File: config.mk
export PLATFORM = sky130hd
export DESIGN_NAME = tile_io_top
export DESIGN_NICKNAME = d
export VERILOG_FILES = /design/src/hw/tile_io_pkg.sv /design/src/hw/tile_cmd_router.sv /design/src/hw/tile_cfg_slice.sv /design/src/hw/tile_clint_slice.sv /design/src/hw/tile_loopback.sv /design/src/hw/tile_resp_arbiter.sv /design/src/hw/tile_io_top.sv
export VERILOG_INCLUDE_DIRS = /design/src /design/src/hw
export SDC_FILE = /design/constraint.sdc
export NUM_CORES = 1
export LEC_CHECK = 0
export ABC_CLOCK_PERIOD_IN_PS = 18500
export BUFFER_PORTS_ARGS = -buffer_cell sky130_fd_sc_hd__buf_2
export CAP_MARGIN = 20
export CORE_ASPECT_RATIO = 1.25
export CORE_MARGIN = 1.5
export CORE_UTILIZATION = 25
export CTS_CLUSTER_DIAMETER = 150
export DETAILED_ROUTE_END_ITERATION = 8
export HOLD_SLACK_MARGIN = 0.03
export SYNTH_ARGS = -nofsm -noshare
export SYNTH_HDL_FRONTEND = slang
export SYNTH_SLANG_ARGS = --single-unit
File: constraint.sdc
create_clock -name clk_i -period 18.5 [get_ports clk_i]
set_input_delay 1.85 -clock clk_i [delete_from_list [all_inputs] [get_ports clk_i]]
set_output_delay 1.85 -clock clk_i [all_outputs]
set_load 0.05 [all_outputs]
File: src/hw/tile_io_defines.svh
`ifndef TILE_IO_DEFINES_SVH
`define TILE_IO_DEFINES_SVH

// Stream widths
`define TILE_ADDR_W 32
`define TILE_DATA_W 64
`define TILE_DID_W 8

// Everything from here up is DRAM
`define TILE_DRAM_BASE 32'h8000_0000

// Device field of a local address
`define TILE_DEV_LSB 20
`define TILE_DEV_W 4
`define TILE_DEV_CLINT 4'd1
`define TILE_DEV_CFG 4'd2
`define TILE_DEV_CACHE 4'd3

// Register offsets within a device
`define TILE_OFS_W 16
`define TILE_CFG_FREEZE 16'h0000
`define TILE_CFG_DID 16'h0008
`define TILE_CFG_HOST_DID 16'h0010
`define TILE_CLINT_MSIP 16'h0000
`define TILE_CLINT_MTIMECMP 16'h4000
`define TILE_CLINT_MTIME 16'hbff8

`endif

File: src/hw/tile_io_pkg.sv
`default_nettype none

package tile_io_pkg;

  // Memory command opcode
  typedef enum logic
  {
    e_mem_rd = 1'b0,
    e_mem_wr = 1'b1
  } mem_opcode_e;

  // Router destinations and arbiter sources
  typedef enum logic [1:0]
  {
    e_dev_mem      = 2'd0,
    e_dev_cfg      = 2'd1,
    e_dev_clint    = 2'd2,
    e_dev_loopback = 2'd3
  } tile_dev_e;

endpackage

`default_nettype wire

File: src/hw/tile_cmd_router.sv
`timescale 1ns/100ps
`default_nettype none

`include "tile_io_defines.svh"

module tile_cmd_router
  (
    input  logic                     clk_i,
    input  logic                     rst_n_i,
    input  logic                     cmd_v_i,
    input  tile_io_pkg::mem_opcode_e cmd_opcode_i,
    input  logic [`TILE_ADDR_W-1:0]  cmd_addr_i,
    input  logic [`TILE_DATA_W-1:0]  cmd_data_i,
    output logic                     cmd_ready_o,
    output logic [3:0]               dev_v_o,
    input  logic [3:0]               dev_ready_i,
    output tile_io_pkg::mem_opcode_e dev_opcode_o,
    output logic [`TILE_ADDR_W-1:0]  dev_addr_o,
    output logic [`TILE_DATA_W-1:0]  dev_data_o
  );

  import tile_io_pkg::*;

  logic [`TILE_DEV_W-1:0] dev_field;
  tile_dev_e              dst_d;
  tile_dev_e              dst_q;
  logic                   full_q;
  logic                   drain;
  logic                   accept;

  assign dev_field = cmd_addr_i[`TILE_DEV_LSB +: `TILE_DEV_W];

  // DRAM and the cache device both leave the tile
  always_comb
  begin
    if ((cmd_addr_i >= `TILE_DRAM_BASE) || (dev_field == `TILE_DEV_CACHE))
      dst_d = e_dev_mem;
    else if (dev_field == `TILE_DEV_CLINT)
      dst_d = e_dev_clint;
    else if (dev_field == `TILE_DEV_CFG)
      dst_d = e_dev_cfg;
    else
      dst_d = e_dev_loopback;
  end

  assign drain       = full_q & dev_ready_i[dst_q];
  assign cmd_ready_o = ~full_q | drain;
  assign accept      = cmd_v_i & cmd_ready_o;

  always_ff @(posedge clk_i)
  begin
    if (!rst_n_i)
    begin
      full_q <= 1'b0;
      dst_q  <= e_dev_mem;
    end
    else if (accept)
    begin
      full_q <= 1'b1;
      dst_q  <= dst_d;
    end
    else if (drain)
      full_q <= 1'b0;
  end

  always_ff @(posedge clk_i)
  begin
    if (accept)
    begin
      dev_opcode_o <= cmd_opcode_i;
      dev_addr_o   <= cmd_addr_i;
      dev_data_o   <= cmd_data_i;
    end
  end

  // Only the selected destination sees valid
  always_comb
  begin
    dev_v_o        = '0;
    dev_v_o[dst_q] = full_q;
  end

endmodule

`default_nettype wire

File: src/hw/tile_cfg_slice.sv
`timescale 1ns/100ps
`default_nettype none

`include "tile_io_defines.svh"

module tile_cfg_slice
  (
    input  logic                     clk_i,
    input  logic                     rst_n_i,
    input  logic                     cmd_v_i,
    input  tile_io_pkg::mem_opcode_e cmd_opcode_i,
    input  logic [`TILE_ADDR_W-1:0]  cmd_addr_i,
    input  logic [`TILE_DATA_W-1:0]  cmd_data_i,
    output logic                     cmd_ready_o,
    output logic                     resp_v_o,
    output tile_io_pkg::mem_opcode_e resp_opcode_o,
    output logic [`TILE_ADDR_W-1:0]  resp_addr_o,
    output logic [`TILE_DATA_W-1:0]  resp_data_o,
    input  logic                     resp_ready_i,
    input  logic [`TILE_DID_W-1:0]   did_i,
    input  logic [`TILE_DID_W-1:0]   host_did_i,
    output logic                     freeze_o
  );

  import tile_io_pkg::*;

  logic [`TILE_OFS_W-1:0]  ofs;
  logic [`TILE_DATA_W-1:0] rd_data;
  logic                    accept;
  logic                    freeze_q;

  assign ofs         = cmd_addr_i[`TILE_OFS_W-1:0];
  assign cmd_ready_o = ~resp_v_o | resp_ready_i;
  assign accept      = cmd_v_i & cmd_ready_o;
  assign freeze_o    = freeze_q;

  always_comb
  begin
    case (ofs)
      `TILE_CFG_FREEZE:   rd_data = {{(`TILE_DATA_W-1){1'b0}}, freeze_q};
      `TILE_CFG_DID:      rd_data = {{(`TILE_DATA_W-`TILE_DID_W){1'b0}}, did_i};
      `TILE_CFG_HOST_DID: rd_data = {{(`TILE_DATA_W-`TILE_DID_W){1'b0}}, host_did_i};
      default:            rd_data = '0;
    endcase
  end

  // Tile comes out of reset frozen
  always_ff @(posedge clk_i)
  begin
    if (!rst_n_i)
    begin
      resp_v_o <= 1'b0;
      freeze_q <= 1'b1;
    end
    else
    begin
      if (accept)
        resp_v_o <= 1'b1;
      else if (resp_ready_i)
        resp_v_o <= 1'b0;
      if (accept && (cmd_opcode_i == e_mem_wr) && (ofs == `TILE_CFG_FREEZE))
        freeze_q <= cmd_data_i[0];
    end
  end

  always_ff @(posedge clk_i)
  begin
    if (accept)
    begin
      resp_opcode_o <= cmd_opcode_i;
      resp_addr_o   <= cmd_addr_i;
      resp_data_o   <= (cmd_opcode_i == e_mem_rd) ? rd_data : '0;
    end
  end

endmodule

`default_nettype wire

File: src/hw/tile_clint_slice.sv
`timescale 1ns/100ps
`default_nettype none

`include "tile_io_defines.svh"

module tile_clint_slice
  (
    input  logic                     clk_i,
    input  logic                     rst_n_i,
    input  logic                     cmd_v_i,
    input  tile_io_pkg::mem_opcode_e cmd_opcode_i,
    input  logic [`TILE_ADDR_W-1:0]  cmd_addr_i,
    input  logic [`TILE_DATA_W-1:0]  cmd_data_i,
    output logic                     cmd_ready_o,
    output logic                     resp_v_o,
    output tile_io_pkg::mem_opcode_e resp_opcode_o,
    output logic [`TILE_ADDR_W-1:0]  resp_addr_o,
    output logic [`TILE_DATA_W-1:0]  resp_data_o,
    input  logic                     resp_ready_i,
    output logic                     timer_irq_o,
    output logic                     software_irq_o
  );

  import tile_io_pkg::*;

  logic [`TILE_OFS_W-1:0]  ofs;
  logic [`TILE_DATA_W-1:0] rd_data;
  logic [`TILE_DATA_W-1:0] mtime_q;
  logic [`TILE_DATA_W-1:0] mtimecmp_q;
  logic                    msip_q;
  logic                    accept;
  logic                    wr;

  assign ofs            = cmd_addr_i[`TILE_OFS_W-1:0];
  assign cmd_ready_o    = ~resp_v_o | resp_ready_i;
  assign accept         = cmd_v_i & cmd_ready_o;
  assign wr             = accept & (cmd_opcode_i == e_mem_wr);
  assign software_irq_o = msip_q;

  always_comb
  begin
    case (ofs)
      `TILE_CLINT_MSIP:     rd_data = {{(`TILE_DATA_W-1){1'b0}}, msip_q};
      `TILE_CLINT_MTIMECMP: rd_data = mtimecmp_q;
      `TILE_CLINT_MTIME:    rd_data = mtime_q;
      default:              rd_data = '0;
    endcase
  end

  always_ff @(posedge clk_i)
  begin
    if (!rst_n_i)
    begin
      resp_v_o    <= 1'b0;
      mtime_q     <= '0;
      mtimecmp_q  <= '1;
      msip_q      <= 1'b0;
      timer_irq_o <= 1'b0;
    end
    else
    begin
      if (accept)
        resp_v_o <= 1'b1;
      else if (resp_ready_i)
        resp_v_o <= 1'b0;

      // A write replaces this cycle's increment
      if (wr && (ofs == `TILE_CLINT_MTIME))
        mtime_q <= cmd_data_i;
      else
        mtime_q <= mtime_q + 1'b1;

      if (wr && (ofs == `TILE_CLINT_MTIMECMP))
        mtimecmp_q <= cmd_data_i;
      if (wr && (ofs == `TILE_CLINT_MSIP))
        msip_q <= cmd_data_i[0];

      timer_irq_o <= (mtime_q >= mtimecmp_q);
    end
  end

  always_ff @(posedge clk_i)
  begin
    if (accept)
    begin
      resp_opcode_o <= cmd_opcode_i;
      resp_addr_o   <= cmd_addr_i;
      resp_data_o   <= (cmd_opcode_i == e_mem_rd) ? rd_data : '0;
    end
  end

endmodule

`default_nettype wire

File: src/hw/tile_loopback.sv
`timescale 1ns/100ps
`default_nettype none

`include "tile_io_defines.svh"

module tile_loopback
  (
    input  logic                     clk_i,
    input  logic                     rst_n_i,
    input  logic                     cmd_v_i,
    input  tile_io_pkg::mem_opcode_e cmd_opcode_i,
    input  logic [`TILE_ADDR_W-1:0]  cmd_addr_i,
    output logic                     cmd_ready_o,
    output logic                     resp_v_o,
    output tile_io_pkg::mem_opcode_e resp_opcode_o,
    output logic [`TILE_ADDR_W-1:0]  resp_addr_o,
    output logic [`TILE_DATA_W-1:0]  resp_data_o,
    input  logic                     resp_ready_i
  );

  import tile_io_pkg::*;

  mem_opcode_e opcode_q;
  logic        accept;

  assign cmd_ready_o   = ~resp_v_o | resp_ready_i;
  assign accept        = cmd_v_i & cmd_ready_o;
  assign resp_opcode_o = opcode_q;
  // No storage behind unmapped devices
  assign resp_data_o   = '0;

  always_ff @(posedge clk_i)
  begin
    if (!rst_n_i)
      resp_v_o <= 1'b0;
    else if (accept)
      resp_v_o <= 1'b1;
    else if (resp_ready_i)
      resp_v_o <= 1'b0;
  end

  always_ff @(posedge clk_i)
  begin
    if (accept)
    begin
      opcode_q    <= cmd_opcode_i;
      resp_addr_o <= cmd_addr_i;
    end
  end

endmodule

`default_nettype wire

File: src/hw/tile_resp_arbiter.sv
`timescale 1ns/100ps
`default_nettype none

`include "tile_io_defines.svh"

module tile_resp_arbiter
  (
    input  logic                                clk_i,
    input  logic                                rst_n_i,
    input  logic [3:0]                          src_v_i,
    input  tile_io_pkg::mem_opcode_e [3:0]      src_opcode_i,
    input  logic [3:0][`TILE_ADDR_W-1:0]        src_addr_i,
    input  logic [3:0][`TILE_DATA_W-1:0]        src_data_i,
    output logic [3:0]                          src_ready_o,
    output logic                                resp_v_o,
    output tile_io_pkg::mem_opcode_e            resp_opcode_o,
    output logic [`TILE_ADDR_W-1:0]             resp_addr_o,
    output logic [`TILE_DATA_W-1:0]             resp_data_o,
    input  logic                                resp_ready_i
  );

  import tile_io_pkg::*;

  tile_dev_e ptr_q;
  tile_dev_e grant;
  logic      grant_v;
  logic      load;

  assign load = ~resp_v_o | resp_ready_i;

  // Nearest valid source at or after the pointer wins
  always_comb
  begin
    tile_dev_e idx;
    grant   = ptr_q;
    grant_v = 1'b0;
    for (int i = 3; i >= 0; i--)
    begin
      idx = tile_dev_e'(ptr_q + 2'(i));
      if (src_v_i[idx])
      begin
        grant   = idx;
        grant_v = 1'b1;
      end
    end
  end

  always_comb
  begin
    src_ready_o        = '0;
    src_ready_o[grant] = grant_v & load;
  end

  always_ff @(posedge clk_i)
  begin
    if (!rst_n_i)
    begin
      resp_v_o <= 1'b0;
      ptr_q    <= e_dev_mem;
    end
    else if (load)
    begin
      resp_v_o <= grant_v;
      if (grant_v)
        ptr_q <= tile_dev_e'(grant + 2'd1);
    end
  end

  always_ff @(posedge clk_i)
  begin
    if (load && grant_v)
    begin
      resp_opcode_o <= src_opcode_i[grant];
      resp_addr_o   <= src_addr_i[grant];
      resp_data_o   <= src_data_i[grant];
    end
  end

endmodule

`default_nettype wire

File: src/hw/tile_io_top.sv
`timescale 1ns/100ps
`default_nettype none

`include "tile_io_defines.svh"

module tile_io_top
  (
    input  logic                     clk_i,
    input  logic                     rst_n_i,
    input  logic [`TILE_DID_W-1:0]   did_i,
    input  logic [`TILE_DID_W-1:0]   host_did_i,
    input  logic                     cmd_v_i,
    input  tile_io_pkg::mem_opcode_e cmd_opcode_i,
    input  logic [`TILE_ADDR_W-1:0]  cmd_addr_i,
    input  logic [`TILE_DATA_W-1:0]  cmd_data_i,
    output logic                     cmd_ready_o,
    output logic                     resp_v_o,
    output tile_io_pkg::mem_opcode_e resp_opcode_o,
    output logic [`TILE_ADDR_W-1:0]  resp_addr_o,
    output logic [`TILE_DATA_W-1:0]  resp_data_o,
    input  logic                     resp_ready_i,
    output logic                     mem_cmd_v_o,
    output tile_io_pkg::mem_opcode_e mem_cmd_opcode_o,
    output logic [`TILE_ADDR_W-1:0]  mem_cmd_addr_o,
    output logic [`TILE_DATA_W-1:0]  mem_cmd_data_o,
    input  logic                     mem_cmd_ready_i,
    input  logic                     mem_resp_v_i,
    input  tile_io_pkg::mem_opcode_e mem_resp_opcode_i,
    input  logic [`TILE_ADDR_W-1:0]  mem_resp_addr_i,
    input  logic [`TILE_DATA_W-1:0]  mem_resp_data_i,
    output logic                     mem_resp_ready_o,
    output logic                     freeze_o,
    output logic                     timer_irq_o,
    output logic                     software_irq_o
  );

  import tile_io_pkg::*;

  // Router to devices
  logic [3:0]              dev_v;
  logic [3:0]              dev_ready;
  mem_opcode_e             dev_opcode;
  logic [`TILE_ADDR_W-1:0] dev_addr;
  logic [`TILE_DATA_W-1:0] dev_data;

  // Devices to arbiter
  logic [3:0]                   src_v;
  logic [3:0]                   src_ready;
  mem_opcode_e [3:0]            src_opcode;
  logic [3:0][`TILE_ADDR_W-1:0] src_addr;
  logic [3:0][`TILE_DATA_W-1:0] src_data;

  // External memory stands in for the cache slice
  assign mem_cmd_v_o              = dev_v[e_dev_mem];
  assign mem_cmd_opcode_o         = dev_opcode;
  assign mem_cmd_addr_o           = dev_addr;
  assign mem_cmd_data_o           = dev_data;
  assign dev_ready[e_dev_mem]     = mem_cmd_ready_i;
  assign src_v[e_dev_mem]         = mem_resp_v_i;
  assign src_opcode[e_dev_mem]    = mem_resp_opcode_i;
  assign src_addr[e_dev_mem]      = mem_resp_addr_i;
  assign src_data[e_dev_mem]      = mem_resp_data_i;
  assign mem_resp_ready_o         = src_ready[e_dev_mem];

  tile_cmd_router i_router
  (
    .clk_i        (clk_i),
    .rst_n_i      (rst_n_i),
    .cmd_v_i      (cmd_v_i),
    .cmd_opcode_i (cmd_opcode_i),
    .cmd_addr_i   (cmd_addr_i),
    .cmd_data_i   (cmd_data_i),
    .cmd_ready_o  (cmd_ready_o),
    .dev_v_o      (dev_v),
    .dev_ready_i  (dev_ready),
    .dev_opcode_o (dev_opcode),
    .dev_addr_o   (dev_addr),
    .dev_data_o   (dev_data)
  );

  tile_cfg_slice i_cfg
  (
    .clk_i         (clk_i),
    .rst_n_i       (rst_n_i),
    .cmd_v_i       (dev_v[e_dev_cfg]),
    .cmd_opcode_i  (dev_opcode),
    .cmd_addr_i    (dev_addr),
    .cmd_data_i    (dev_data),
    .cmd_ready_o   (dev_ready[e_dev_cfg]),
    .resp_v_o      (src_v[e_dev_cfg]),
    .resp_opcode_o (src_opcode[e_dev_cfg]),
    .resp_addr_o   (src_addr[e_dev_cfg]),
    .resp_data_o   (src_data[e_dev_cfg]),
    .resp_ready_i  (src_ready[e_dev_cfg]),
    .did_i         (did_i),
    .host_did_i    (host_did_i),
    .freeze_o      (freeze_o)
  );

  tile_clint_slice i_clint
  (
    .clk_i          (clk_i),
    .rst_n_i        (rst_n_i),
    .cmd_v_i        (dev_v[e_dev_clint]),
    .cmd_opcode_i   (dev_opcode),
    .cmd_addr_i     (dev_addr),
    .cmd_data_i     (dev_data),
    .cmd_ready_o    (dev_ready[e_dev_clint]),
    .resp_v_o       (src_v[e_dev_clint]),
    .resp_opcode_o  (src_opcode[e_dev_clint]),
    .resp_addr_o    (src_addr[e_dev_clint]),
    .resp_data_o    (src_data[e_dev_clint]),
    .resp_ready_i   (src_ready[e_dev_clint]),
    .timer_irq_o    (timer_irq_o),
    .software_irq_o (software_irq_o)
  );

  tile_loopback i_loopback
  (
    .clk_i         (clk_i),
    .rst_n_i       (rst_n_i),
    .cmd_v_i       (dev_v[e_dev_loopback]),
    .cmd_opcode_i  (dev_opcode),
    .cmd_addr_i    (dev_addr),
    .cmd_ready_o   (dev_ready[e_dev_loopback]),
    .resp_v_o      (src_v[e_dev_loopback]),
    .resp_opcode_o (src_opcode[e_dev_loopback]),
    .resp_addr_o   (src_addr[e_dev_loopback]),
    .resp_data_o   (src_data[e_dev_loopback]),
    .resp_ready_i  (src_ready[e_dev_loopback])
  );

  tile_resp_arbiter i_arbiter
  (
    .clk_i         (clk_i),
    .rst_n_i       (rst_n_i),
    .src_v_i       (src_v),
    .src_opcode_i  (src_opcode),
    .src_addr_i    (src_addr),
    .src_data_i    (src_data),
    .src_ready_o   (src_ready),
    .resp_v_o      (resp_v_o),
    .resp_opcode_o (resp_opcode_o),
    .resp_addr_o   (resp_addr_o),
    .resp_data_o   (resp_data_o),
    .resp_ready_i  (resp_ready_i)
  );

endmodule

`default_nettype wire

==> run_results.csv <==
group,metric,value,unit
worst_setup_path,path_max_fanout,49,
power,power,2.81,mW
route,drtIter0Drc,1069,
worst_setup_path,cp_cell_sequence,"buf_2 > inv_1 > a21oi_1 > o21a_1 > a221o_2 > buf_4 > inv_4 > ha_1 > nand2_1 > nand2_1 > mux4_2 > nand2b_1 > buf_2",
worst_setup_path,path_class,"primary input to primary output",
timing,hold_viol,0,
timing,skew,0.0348,ns
global_route,grt_pass1_wl,97.7,mm
route,routedWlPerCell,19.0,um
logic_synthesis,synthMuxAreaShare,0.659,%
logic_synthesis,ys_seq_area_share,63.6,%
placed_design,place_ws,11.94,ns
timing,tightest_slew,1.02,ns
timing,fin_crit,6.55,ns
die,rows,120,
logic_synthesis,synth_compound_area_share,12.2,%
global_route,grtUsageTotal,14.7,%
worst_setup_path,cp-end-kind,"primary output",
power,power_frac_seq,46.3,%
logic_synthesis,synth_cells,1925,
worst_setup_path,cp_top_family,"buffers and inverters",
worst_setup_path,crit_required,16.65,ns
timing,rsz0062_at_grt,"no",
cts,cts_buffer_depth,3,
worst_setup_path,cp-start-kind,"primary input",
worst_setup_path,worst_path_max_delay_cell,"inv_4",
cts,path_clk_slew,0.06,ns
final_layout,area_delta_synth_final,24.9,%
logic_synthesis,synth_edf_count,365,
die,die_x,266,um
placed_design,hpwl,47.0,mm
power,switchingPower,0.766,mW
timing,finalSetupViolations,0,
worst_setup_path,arrival,4.70,ns
logic_synthesis,synthSimpleGateAreaFrac,13.7,%
cts,cts_setup_buffers,0,
final_layout,final_util,31.5,%
logic_synthesis,synthFlopType,"edfxtp_1",
die,ios,417,
worst_hold_path,hold_class,"flip-flop to flip-flop",
power,p_per_area,104,nW/um2
logic_synthesis,synthTopCellsByCount,"edfxtp_1, nand2_1, dfxtp_1",
power,pwr-share-comb,11.8,%
timing,slew_viol_final,0,
cts,tritoncts,"built",
final_layout,layout-drive-gt1-share,23.5,%
timing,layout_setup_ws,11.95,ns
logic_synthesis,synth_area_leaders,"edfxtp_1, dfxtp_1, nand2_1, ha_1, a21oi_1",
worst_setup_path,critical-path-max-stage-delay,0.52,ns
logic_synthesis,synth_area_per_cell,11.2,um2
global_route,grt_remaining_overflow,0,
timing,setup-tns-final,0,ns
die,core_area,85700,um2
job,cap_violations,0,
power,switching_share,27.2,%
worst_setup_path,cp_num_buf_inv,5,
placed_design,io_buffers,416,
power,p_leak,10.6,nW
power,p_int,2.05,mW
power,ir_drop,0.0772,mV
cts,hold_buffers,0,
die,fp.dieArea,88300,um2
cts,clk_latency,0.63,ns
cts,htree_levels,2,
logic_synthesis,ys_types,55,
placed_design,routabilityCongestion,0.829,
logic_synthesis,synth.yosys.warnings,0,
logic_synthesis,synth_top_area_share,50.7,%
route,route.vias.total,16000,
die,die_y,332,um
cts,clock-root-buffer,"clkbuf_16",
power,pwr-share-clk,41.9,%
cts,cts.sinks,505,
logic_synthesis,synth_top_family_by_area,"simple AND/OR/NAND/NOR gates",
logic_synthesis,ys_ff_latch,505,
route,drt_wl_total,66.9,mm
cts,cts_buffers,57,
die,start_util,25.2,%
global_route,grt_max_degree,107,
logic_synthesis,synthAdderAreaFrac,3.99,%
logic_synthesis,synth.cell_area,21600,um2
final_layout,fillers,8739,
logic_synthesis,synth-xor-area-share,2.35,%
global_route,grt_pass1_vias,15500,
timing,relSlewSlack,31.3,%
logic_synthesis,synth-async-reset-ratio,0,%
timing,fmax,153,MHz
status,outcome,"finished clean",
cts,cts_repair_resize_count,0,
timing,timing.final.crit_share,35.4,%
global_route,grt_antenna_before_repair,14,
route,vias_per_cell,4.54,
route,drc,0,
route,drt_first_pass_iters,5,
final_layout,finalNetCount,2599,
logic_synthesis,syn_nets,2210,
logic_synthesis,yosysTopAreaCell,"edfxtp_1",
route,ant_nets,0,
-- stage by stage --
stage | instance area (um2) | cells | hold WS [ns]
floorplan | 21600 | 1925 | 0.481
global placement | 25000 | 3413 | 0.474
detailed placement | 25000 | 3413 | 0.478
CTS | 27000 | 3520 | 0.493
global route | 27000 | 3523 | 0.502
finish | 27000 | 3528 | 0.493
-- area by class of cell --
type	instances	area, um2	share of cell area [%]
flip-flops and latches	505	13800	50.9
multi-input cells	1220	7190	26.6
repair buffers	442	2300	8.51
clock buffers	75	1580	5.83
well taps	1159	1450	5.37
clock inverters	32	380	1.41
inverters	88	338	1.25
diodes	7	17.5	0.0648
-- routing by layer --
layer / track usage, % / vias to the layer above / share of wire (%)
li1: - / 7775 / -
met1: 18.6 / 7669 / 43
met2: 24.2 / 449 / 47
met3: 3.50 / 113 / 6.4
met4: 5.69 / 6 / 3.6
met5: 0 / - / 0.060
-- cells in the final DEF, fill, tap and decap left out, drive strengths merged, types with 2 or more instances in the layout --
cell,synthesis,final
a211oi,30,30
a21boi,2,2
a21o,2,2
a21oi,131,131
a221oi,4,4
a22oi,71,71
a31oi,35,35
and2,10,10
and3,37,37
and4,12,12
buf,22,442
bufinv,0,7
clkbuf,90,75
clkinv,1,15
clkinvlp,0,6
dfxtp,140,140
diode,0,7
edfxtp,365,365
ha,69,69
inv,87,92
mux2i,12,12
nand2,365,365
nand2b,6,6
nand3,32,32
nand4,30,30
nor2,124,124
nor2b,3,3
nor3,22,22
nor4,12,12
nor4b,2,2
o211ai,65,65
o21a,2,2
o21ai,57,57
o2bb2ai,8,8
o31a,4,4
or3,3,3
or4,2,2
xnor2,31,31
xor2,27,27
-- path summary, 6_finish.rpt --
check                                       startpoint                      end  slack (ns)  cells after the start
worst min register to register  i_clint.software_irq_o   i_clint.software_irq_o        0.49                      2
worst max register to register     i_loopback.resp_v_o  i_router.dev_addr_o[20]       13.70                     12
worst max-delay path                      mem_resp_v_i              cmd_ready_o       11.95                     13
worst min-delay path            i_clint.software_irq_o   i_clint.software_irq_o        0.49                      2
-- state kept, by name (all words and copies together) (netlist names), 2 cells and up --
name and count:
i_cfg.resp_addr_o 32, i_loopback.resp_addr_o 32, i_router.dev_data_o 64, i_router.dst_q 2
i_clint.mtime_q 64, i_cfg.resp_data_o 8, i_arbiter.resp_data_o 64, i_router.dev_addr_o 32
i_clint.resp_data_o 64, i_arbiter.resp_addr_o 32, i_clint.resp_addr_o 32, i_arbiter.ptr_q 2
i_clint.mtimecmp_q 64
-- worst reg2reg max path: cells and delay by family (launching register included) --
family | cells | cell delay [ns]
buffers and inverters | 4 | 2.14
AO/OA/AOI/OAI | 4 | 0.96
flip-flops | 1 | 0.48
adder cells (fa/ha/maj) | 1 | 0.30
multiplexers | 1 | 0.24
AND/OR/NAND/NOR | 2 | 0.21
-- power by group through the flow --
stage	combinational, mW	clock [mW]	sequential (mW)
finish	0.332	1.18	1.30
CTS	0.337	1.21	1.30
global placement	0.334	0	1.33
detailed placement	0.336	0	1.33
global route	0.353	1.25	1.31
floorplan	0.0871	0	1.46
-- logic make-up after synthesis --
family / Yosys count
xor+xnor: 58
fa+ha+maj: 69
mux: 13
compound gates: 416
buf+inv: 200
simple gates: 664
flops: 505
No activity file was read; power rests on OpenSTA's default activity.
